### src/source/ps2_pkg.sv
`default_nettype none

// Shared constants for the PS/2 keyboard input path
package ps2_pkg;

    // Prefix bytes of scan code set 2
    localparam logic [7:0] CODE_EXTEND  = 8'hE0;  // Extended key follows
    localparam logic [7:0] CODE_RELEASE = 8'hF0;  // Break code follows

    // Arrow keys are only valid after the E0 prefix
    localparam logic [7:0] KEY_LEFT  = 8'h6B;
    localparam logic [7:0] KEY_RIGHT = 8'h74;
    localparam logic [7:0] KEY_UP    = 8'h75;
    localparam logic [7:0] KEY_DOWN  = 8'h72;

    // Plain keys are never extended
    localparam logic [7:0] KEY_CTRL  = 8'h14;  // Left control
    localparam logic [7:0] KEY_SPACE = 8'h29;
    localparam logic [7:0] KEY_COIN  = 8'h2E;  // Digit 5
    localparam logic [7:0] KEY_START = 8'h16;  // Digit 1
    localparam logic [7:0] KEY_RESET = 8'h04;  // F3

    // Arcade control word
    localparam int JOY_W = 8;

    // Bit positions inside the control word
    localparam int JOY_RIGHT   = 0;
    localparam int JOY_LEFT    = 1;
    localparam int JOY_DOWN    = 2;
    localparam int JOY_UP      = 3;
    localparam int JOY_BUTTON1 = 4;
    localparam int JOY_BUTTON2 = 5;
    localparam int JOY_COIN    = 6;
    localparam int JOY_START   = 7;

    // Bad frame counter width
    localparam int ERR_W = 8;

endpackage

`default_nettype wire
### src/source/ps2_keyboard.sv
`timescale 1ns/1ns
`default_nettype none

// Keyboard input of the arcade core
// PS/2 lines in, control word, reset request and error count out
module ps2_keyboard import ps2_pkg::*; #(
    parameter bit ACTIVE_LOW   = 1'b1,
    parameter int IDLE_TIMEOUT = 2000
) (
    input  wire              clk,
    input  wire              reset,
    input  wire              ps2_clk,
    input  wire              ps2_data,
    output logic [JOY_W-1:0] joystick,
    output logic             rst_req,
    output logic [ERR_W-1:0] error_count
);

    logic [7:0] rx_byte;
    logic       rx_valid;
    logic       rx_error;
    logic [7:0] event_code;
    logic       event_extended;
    logic       event_released;
    logic       event_valid;

    // Line sampling and frame checks
    ps2_rx #(
        .IDLE_TIMEOUT (IDLE_TIMEOUT)
    ) rx0 (
        .clk         (clk),
        .reset       (reset),
        .ps2_clk     (ps2_clk),
        .ps2_data    (ps2_data),
        .rx_byte     (rx_byte),
        .rx_valid    (rx_valid),
        .rx_error    (rx_error),
        .error_count (error_count)
    );

    scan_decoder dec0 (
        .clk            (clk),
        .reset          (reset),
        .rx_byte        (rx_byte),
        .rx_valid       (rx_valid),
        .rx_error       (rx_error),
        .event_code     (event_code),
        .event_extended (event_extended),
        .event_released (event_released),
        .event_valid    (event_valid)
    );

    key_map #(
        .ACTIVE_LOW (ACTIVE_LOW)
    ) map0 (
        .clk            (clk),
        .reset          (reset),
        .event_code     (event_code),
        .event_extended (event_extended),
        .event_released (event_released),
        .event_valid    (event_valid),
        .joystick       (joystick),
        .rst_req        (rst_req)
    );

endmodule

`default_nettype wire

### src/source/key_map.sv
`timescale 1ns/1ns
`default_nettype none

// Key events to arcade controls
// One pressed bit per control, so several keys can be held at once
module key_map import ps2_pkg::*; #(
    parameter bit ACTIVE_LOW = 1'b1  // Cabinet inputs read 0 when pressed
) (
    input  wire              clk,
    input  wire              reset,
    input  wire  [7:0]       event_code,
    input  wire              event_extended,
    input  wire              event_released,
    input  wire              event_valid,
    output logic [JOY_W-1:0] joystick,
    output logic             rst_req
);

    logic [JOY_W-1:0] pressed;     // 1 = key held
    logic             rst_held;    // F3 state
    logic             make;

    assign make = ~event_released;  // Break code clears the bit

    always_ff @(posedge clk) begin
        if (reset) begin
            pressed  <= '0;
            rst_held <= 1'b0;
        end else if (event_valid) begin
            if (event_extended) begin
                // Arrows live in the E0 page only
                case (event_code)
                    KEY_RIGHT: pressed[JOY_RIGHT] <= make;
                    KEY_LEFT:  pressed[JOY_LEFT]  <= make;
                    KEY_DOWN:  pressed[JOY_DOWN]  <= make;
                    KEY_UP:    pressed[JOY_UP]    <= make;
                    default: begin
                        // Other extended keys ignored
                    end
                endcase
            end else begin
                case (event_code)
                    KEY_CTRL:  pressed[JOY_BUTTON1] <= make;  // Fire
                    KEY_SPACE: pressed[JOY_BUTTON2] <= make;  // Jump
                    KEY_COIN:  pressed[JOY_COIN]    <= make;
                    KEY_START: pressed[JOY_START]   <= make;
                    KEY_RESET: rst_held             <= make;  // Held F3 resets the game
                    default: begin
                        // Unmapped plain keys
                    end
                endcase
            end
        end
    end

    // Polarity for the cabinet side
    assign joystick = ACTIVE_LOW ? ~pressed : pressed;
    assign rst_req  = rst_held;

    // Reset request moves only on a decoded key
    a_rst_req_on_event: assert property (
        @(posedge clk) disable iff (reset)
        $changed(rst_req) |-> $past(event_valid)
    );

endmodule

`default_nettype wire

### src/source/scan_decoder.sv
`timescale 1ns/1ns
`default_nettype none

// Scan code set 2 prefix tracker
// E0 and F0 are folded into flags on the next plain byte
module scan_decoder import ps2_pkg::*; (
    input  wire        clk,
    input  wire        reset,
    input  wire  [7:0] rx_byte,
    input  wire        rx_valid,
    input  wire        rx_error,
    output logic [7:0] event_code,
    output logic       event_extended,
    output logic       event_released,
    output logic       event_valid
);

    logic ext_pending;  // E0 seen
    logic rel_pending;  // F0 seen
    logic is_prefix;

    assign is_prefix = (rx_byte == CODE_EXTEND) || (rx_byte == CODE_RELEASE);

    // Prefix flags and event strobe
    always_ff @(posedge clk) begin
        if (reset) begin
            ext_pending <= 1'b0;
            rel_pending <= 1'b0;
            event_valid <= 1'b0;
        end else begin
            event_valid <= 1'b0;
            if (rx_error) begin
                // A lost byte may have been the key itself
                ext_pending <= 1'b0;
                rel_pending <= 1'b0;
            end else if (rx_valid) begin
                if (rx_byte == CODE_EXTEND) begin
                    ext_pending <= 1'b1;
                end else if (rx_byte == CODE_RELEASE) begin
                    rel_pending <= 1'b1;
                end else begin
                    event_valid <= 1'b1;
                    ext_pending <= 1'b0;  // Consumed by this key
                    rel_pending <= 1'b0;
                end
            end
        end
    end

    // Event payload is only meaningful with event_valid
    always_ff @(posedge clk) begin
        if (rx_valid && !is_prefix) begin
            event_code     <= rx_byte;
            event_extended <= ext_pending;
            event_released <= rel_pending;
        end
    end

    // Prefixes must never reach the mapper as keys
    a_no_prefix_event: assert property (
        @(posedge clk) disable iff (reset)
        event_valid |-> (event_code != CODE_EXTEND && event_code != CODE_RELEASE)
    );

endmodule

`default_nettype wire

### src/source/ps2_rx.sv
`timescale 1ns/1ns
`default_nettype none

// PS/2 device-to-host receiver
// Samples the lines with clk, assembles 11-bit frames and checks them
module ps2_rx import ps2_pkg::*; #(
    parameter int IDLE_TIMEOUT = 2000  // Cycles without an edge before a frame is dropped
) (
    input  wire              clk,
    input  wire              reset,
    input  wire              ps2_clk,
    input  wire              ps2_data,
    output logic [7:0]       rx_byte,
    output logic             rx_valid,
    output logic             rx_error,
    output logic [ERR_W-1:0] error_count
);

    localparam int IDLE_W = $clog2(IDLE_TIMEOUT + 1);

    logic              clk_s1;      // Clock line synchronizer
    logic              clk_s2;
    logic              clk_prev;    // Edge register
    logic              data_s1;     // Data line synchronizer
    logic              data_s2;
    logic              clk_fall;
    logic [3:0]        bit_cnt;     // Bits received so far in this frame
    logic [9:0]        frame_sr;    // Start, data and parity, LSB first
    logic [IDLE_W-1:0] idle_cnt;
    logic              in_frame;
    logic              idle_expired;
    logic              frame_ok;

    // PS/2 clock idles high
    always_ff @(posedge clk) begin
        if (reset) begin
            clk_s1   <= 1'b1;
            clk_s2   <= 1'b1;
            clk_prev <= 1'b1;
        end else begin
            clk_s1   <= ps2_clk;
            clk_s2   <= clk_s1;
            clk_prev <= clk_s2;
        end
    end

    always_ff @(posedge clk) begin
        data_s1 <= ps2_data;
        data_s2 <= data_s1;
    end

    assign clk_fall = clk_prev & ~clk_s2;  // Data is sampled on this edge
    assign in_frame = (bit_cnt != 4'd0);
    assign idle_expired = in_frame && !clk_fall &&
                          (idle_cnt == IDLE_W'(IDLE_TIMEOUT - 1));

    // Stop bit is the live sample and the rest sits in the shift register
    // Start 0, stop 1, odd parity over data and parity bit
    assign frame_ok = ~frame_sr[0] & data_s2 & (^frame_sr[9:1]);

    // Frame assembler
    always_ff @(posedge clk) begin
        if (reset) begin
            bit_cnt  <= 4'd0;
            rx_valid <= 1'b0;
            rx_error <= 1'b0;
        end else begin
            rx_valid <= 1'b0;
            rx_error <= 1'b0;
            if (clk_fall) begin
                if (bit_cnt == 4'd10) begin  // Stop bit
                    bit_cnt  <= 4'd0;
                    rx_valid <= frame_ok;
                    rx_error <= ~frame_ok;
                end else begin
                    bit_cnt <= bit_cnt + 4'd1;
                end
            end else if (idle_expired) begin
                bit_cnt  <= 4'd0;  // Drop the partial frame
                rx_error <= 1'b1;
            end
        end
    end

    // Shift register and received byte
    always_ff @(posedge clk) begin
        if (clk_fall) begin
            frame_sr <= {data_s2, frame_sr[9:1]};
        end
        if (clk_fall && bit_cnt == 4'd10) begin
            rx_byte <= frame_sr[8:1];
        end
    end

    // Idle watchdog runs only inside a frame
    always_ff @(posedge clk) begin
        if (reset) begin
            idle_cnt <= '0;
        end else if (clk_fall || !in_frame) begin
            idle_cnt <= '0;
        end else begin
            idle_cnt <= idle_cnt + 1'b1;
        end
    end

    // Bad frame counter
    always_ff @(posedge clk) begin
        if (reset) begin
            error_count <= '0;
        end else if (rx_error && error_count != '1) begin  // Saturate at all ones
            error_count <= error_count + 1'b1;
        end
    end

    // A frame ends either good or bad but never both
    a_valid_error_excl: assert property (
        @(posedge clk) disable iff (reset) !(rx_valid && rx_error)
    );

    // Frames are far apart, so a valid pulse is always a single cycle
    a_valid_single: assert property (
        @(posedge clk) disable iff (reset) rx_valid |=> !rx_valid
    );

endmodule

`default_nettype wire

### config.mk
export PLATFORM = sky130hd
export DESIGN_NAME = ps2_keyboard
export DESIGN_NICKNAME = d
export VERILOG_FILES = /design/src/source/ps2_pkg.sv /design/src/source/ps2_keyboard.sv /design/src/source/key_map.sv /design/src/source/scan_decoder.sv /design/src/source/ps2_rx.sv
export SDC_FILE = /design/constraint.sdc
export NUM_CORES = 1
export LEC_CHECK = 0
export BUFFER_PORTS_ARGS = -buffer_cell sky130_fd_sc_hd__buf_2
export CAP_MARGIN = 20
export CORE_MARGIN = 1
export CORE_UTILIZATION = 40
export DETAILED_ROUTE_END_ITERATION = 16
export PLACE_DENSITY_LB_ADDON = 0.08
export REMOVE_ABC_BUFFERS = 1
export SLEW_MARGIN = 20
export SYNTH_ARGS = -nofsm -noshare
export SYNTH_HDL_FRONTEND = slang
export SYNTH_SLANG_ARGS = --single-unit
### constraint.sdc
create_clock -name clk -period 2.2 [get_ports clk]
set_clock_uncertainty 0.1 [all_clocks]
set_input_delay 0.33 -clock clk [delete_from_list [all_inputs] [get_ports clk]]
set_output_delay 0.33 -clock clk [all_outputs]
set_load 0.005 [all_outputs]
### After elaboration in Yosys (flattened, before gate mapping)

Index checks and enable logic that the tools add are counted.

| storage, ports and cells | value |
|---|---|
| word-level logic and storage cells | 96 |
| bits in registers | 70 |
| input bits | 4 |

| cells by class | value |
|---|---|
| reduce and logical (&&, ||, !) cells | 28 |
| equality and inequality tests | 15 |
| bitwise gates (word level) | 13 |
| mux-type cells | 10 |
| $add $sub $neg | 3 |

Operators with widths:

| cell | number |
|---|---|
| $eq 8x7->1 const B | 4 |
| $reduce_and 3->1 | 9 |
| $eq 8x5->1 const B | 2 |
| $eq 8x6->1 const B | 2 |
| $eq 8x8->1 const B | 2 |
| $mux 4 | 3 |
| $add 11x1->11 const B | 1 |
| $eq 11x11->1 const B | 1 |
| $not 1->1 | 9 |
| $reduce_xor 9->1 | 1 |
| $add 8x1->8 const B | 1 |
| $eq 8x3->1 const B | 1 |
| $ne 8x8->1 const B | 1 |
| $not 8->8 | 1 |
| $mux 1 | 7 |
| $logic_and 1x1->1 | 5 |
| $add 4x1->4 const B | 1 |
| $eq 4x4->1 const B | 1 |
| $reduce_and 2->1 | 2 |
| $reduce_bool 4->1 | 1 |
| $reduce_or 2->1 | 2 |
| $reduce_or 4->1 | 1 |
| $and 1x1->1 | 3 |
| $logic_not 1->1 | 3 |
| 4 further kinds | 5 |

### Depth between registers and ports, before layout

| depth | value |
|---|---|
| word-level depth | 7 |
| gate-level depth with buffers | 7 |

### Hierarchy

From an unflattened synthesis, not the netlist that was laid out.

| second synthesis, totals | value |
|---|---|
| cells, all modules | 247 |
| area, all modules | 2922.8 sq um |

Modules (own cells, without submodules):

| module | times used | area an instance (sq um) | sequential area each (sq um) | cells an instance |
|---|---|---|---|---|
| ps2_rx | 1 | 1961.9 | 1141.1 | 168 |
| key_map | 1 | 534.3 | 180.2 | 57 |
| scan_decoder | 1 | 426.7 | 360.3 | 22 |

### Worst setup path before layout

OpenSTA, ideal clock, no wires.

| timing | value |
|---|---|
| path type | register to register |
| from | register rx0.bit_cnt[0] |
| to | register rx0.rx_error |
| stages on the path, launching flop included | 7 |
| library setup time | 0.138 ns |
| slack | 0.460 ns |
| period minus slack after synthesis | 1.740 ns |
| arrival | 1.502 ns |
| path through | dfxtp_1 inv_1 ha_1 or3b_1 and2_1 a2111oi_0 a2111oi_0 |

| between the ends | value |
|---|---|
| word-level cells in the longest chain between the ends | 5 |

Ends and longest elaborated chain:

| item | RTL line | source |
|---|---|---|
| start: declaration | ps2_rx.sv:27 | `logic [3:0] bit_cnt;` |
| start signal: assignment | ps2_rx.sv:76 | `bit_cnt <= bit_cnt + 4'd1;` |
| $reduce_bool 4->1 | ps2_rx.sv:53 | `assign in_frame = (bit_cnt != 4'd0);` |
| $logic_and 1x1->1 (2 in a row) | ps2_rx.sv:54 | `assign idle_expired = in_frame && !clk_fall &&` |
| $mux 1 | ps2_rx.sv:78 | `end else if (idle_expired) begin` |
| $mux 1 * | ps2_rx.sv:70 | `if (clk_fall) begin` |
| end signal: assignment | ps2_rx.sv:74 | `rx_error <= ~frame_ok;` |
| end: declaration | ps2_rx.sv:15 | `output logic rx_error,` |

Mark *: on every way between the ends. The rest lies on a longest branch, timed or not.
A chain may end at the register's enable or synchronous reset.

### Worst setup path in the final report

Same ends and word-level chain as after synthesis.

==> results.json <==
{
  "slowest_delay_ns": 0.39,
  "synth_edf_count": 28,
  "path_delay_family": "simple AND/OR/NAND/NOR gates",
  "fin_setup_tns_ns": 0,
  "avgRoutedWirePerCell_um": 11.76,
  "synth_xor_area_share_pct": 6.327,
  "gp_congestion": 0.7753,
  "synth.area.mux_share_pct": 0.7030,
  "status": "finished clean",
  "io_pins": 21,
  "gr-usage-met3_pct": 3.143,
  "synth-seq-cells": 70,
  "core-area_um2": 6832,
  "dp.cells": 372,
  "fmax_mhz": 532.3,
  "ys_seq_area_share_pct": 59.05,
  "cp.required_ns": 2.31,
  "grt_start_max_net_pins": 22,
  "hold_path_class": "input pin to flip-flop",
  "top_usage_layer": "met2",
  "p_sw_mw": 0.4910,
  "die_x_um": 86.38,
  "synth_fa_ha_area_share_pct": 2.197,
  "die_area_um2": 7461,
  "syn-cell-area_um2": 2848,
  "vias": 1861,
  "num_rows": 30,
  "drt-total-wl_mm": 4.575,
  "first_pass_iters": 4,
  "grt-ovfl-total": 0,
  "period_share_pct": 85.39,
  "synth_top_cell_by_area": "dfxtp_1",
  "cts_tree": "built",
  "layout.nets": 297,
  "hold_violations": 0,
  "clk_latency_ns": 0.34,
  "drv_slew": 0,
  "end_kind": "flip-flop",
  "place_ws_ns": 0.3252,
  "relSlewSlack_pct": 70.72,
  "postCtsSetupRepairBufs": 0,
  "clock-sinks": 70,
  "dp_hpwl_mm": 3.211,
  "rsz0062_at_grt": "false",
  "synth_top_family_by_area": "simple AND/OR/NAND/NOR gates",
  "critPathMaxFanout": 5,
  "h-tree-depth": 3,
  "finalCriticalPeriod_ns": 1.879,
  "viasPerCell": 4.784,
  "io_buffers": 20,
  "cts-root-buf": "clkbuf_8",
  "maxCapViolations": 0,
  "avgSynthCellArea_um2": 11.08,
  "antenna-diode-count": 0,
  "grtUsageMet1_pct": 17.60,
  "drt-initial-drc-count": 47,
  "initial_core_util_pct": 41.68,
  "synth_area_leaders": "dfxtp_1, edfxtp_1, nor2_1, xnor2_1, inv_1",
  "worst_slack_ns": 0.3213,
  "leakagePower_nw": 1.108,
  "setup_violations": 0,
  "grt_pass1_vias": 1723,
  "ys_types": 48,
  "clkTransAtPathRegs_ns": 0.07,
  "clockBufferDepth": 2,
  "synth_flop_cell": "dfxtp_1",
  "synth_top_area_share_pct": 29.53,
  "die_y_um": 86.38,
  "arrival_ns": 1.99,
  "critical_path_class": "flip-flop to flip-flop",
  "crit_slowest_cell": "a2111oi_0",
  "path_cells": "inv_1, ha_1, or3b_1, and2_1, a2111oi_0, a2111oi_0",
  "synth-simple-area-share_pct": 20.87,
  "worst_pin_slew_ns": 0.4335,
  "ys_warn_count": 0,
  "syn2layout_area_growth_pct": 14.59,
  "clkPwrFrac_pct": 40.8,
  "power_frac_seq_pct": 57.1,
  "synth_compound_area_share_pct": 7.645,
  "internal_power_mw": 1.891,
  "drc": 0,
  "cp-start-kind": "flip-flop",
  "cts_buffers": 9,
  "irDropWorstVdd_uv": 270.0,
  "critPathBufInv": 1,
  "grt.met2_usage_pct": 21.28,
  "synthCells": 257,
  "crit_path_frequent_cell": "a2111oi_0",
  "final_cells": 389,
  "async_flop_share_pct": 0,
  "antenna_found_initial": 0,
  "ctsResizeCount": 0,
  "grt_usage_pct": 13.93,
  "p_per_area_nw_per_um2": 729.9,
  "grt_pass1_wl_mm": 7.893,
  "drive_gt1_share_pct": 15.02,
  "share_comb_of_total_power_pct": 2.2,
  "antenna_left": 0,
  "swShare_pct": 20.62
}
-- state kept, by name, summed over array words and instances, names as in the netlist, 4 cells and up --
signal	flops
rx0.idle_cnt	11
rx0.frame_sr	10
dec0.event_code	8
map0.pressed	8
rx0.error_count	8
rx0.rx_byte	8
rx0.bit_cnt	4
-- synthesized netlist by cell type, types with 3 or more instances --
master,number
and2_1,3
nor4_1,4
xor2_1,6
ha_1,5
clkbuf_1,3
or2_2,3
or3b_1,3
a211oi_1,8
or3_1,5
nor2_1,30
nor3_1,6
o21ai_0,4
and3_1,4
inv_1,17
edfxtp_1,28
nand2_1,10
nand2b_1,5
xnor2_1,12
dfxtp_1,42
nand3b_1,3
nand4_1,4
nand3_1,10
a21oi_1,12
-- cell usage in the layout, fill, tap and decap left out, drive strengths merged, types with 6 or more instances in the layout --
cell type	n
nand2	10
nor3	6
dfxtp	42
inv	17
buf	24
a211oi	8
nand3	10
a21oi	12
nor2	30
xnor2	12
edfxtp	28
xor2	6
clkbuf	11
-- cell type report --
class	instances	area, µm²
multi-input combinational	165	1075
tap	96	120.1
fill	669	3568
timing repair buffer	25	140.1
clock inverter	5	51.30
inverter	17	63.81
clock buffer	11	131.4
sequential	70	1682
-- stage by stage --
stage               total power, mW  cell area (µm²)  hold slack, ns  utilization, %
floorplan                     1.418             2820          0.2096               -
global placement              1.439             3070          0.2109           44.95
detailed placement            1.440             3070          0.2121           44.95
CTS                           2.427             3263         0.05341           47.77
global route                  2.487             3263         0.06927           47.77
finish                        2.382             3263         0.07371           47.77
-- final timing paths --
kind,startpoint,to,slack [ns],cells past startpoint
worst max-delay path,rx0.bit_cnt[0],rx0.rx_error,0.32,6
worst min-delay path,ps2_clk,rx0.clk_s1,0.07,2
worst max register to register,rx0.bit_cnt[0],rx0.rx_error,0.32,6
worst min register to register,rx0.data_s1,rx0.data_s2,0.23,0
-- cells by family (layout without fill, tap and decap cells) --
kind of cell	after synthesis	in the layout
DFF	70	70
xor gates and xnor gates	19	19
muxes	2	2
adders and majority gates	5	5
buffers and inverters	22	58
and+or+nand+nor	105	105
AOI/OAI and AO/OA	34	34
-- power groups by stage --
stage          sequential, mW  clock [mW]  combinational (mW)
6_report                 1.36       0.971              0.0515
2_1_floorplan            1.39           0              0.0313
5_1_grt                  1.36        1.07              0.0593
3_5_place_dp             1.39           0              0.0514
4_1_cts                  1.36        1.02              0.0528
3_3_place_gp             1.39           0              0.0509
-- metal layers --
| layer | wire [µm] | up-vias |
|---|---|---|
| li1 | - | 984 |
| met1 | 2260 | 847 |
| met2 | 2080 | 21 |
| met3 | 141 | 9 |
| met4 | 94 | 0 |
| met5 | 0 | - |
-- what timing repair did --
action | in CTS | in global routing
hold buffers | 1 | 0
endpoints found under the hold margin | 1 | 0
setup endpoints to repair | 0 | 0
Note: power is estimated with default switching activity, not from simulation.
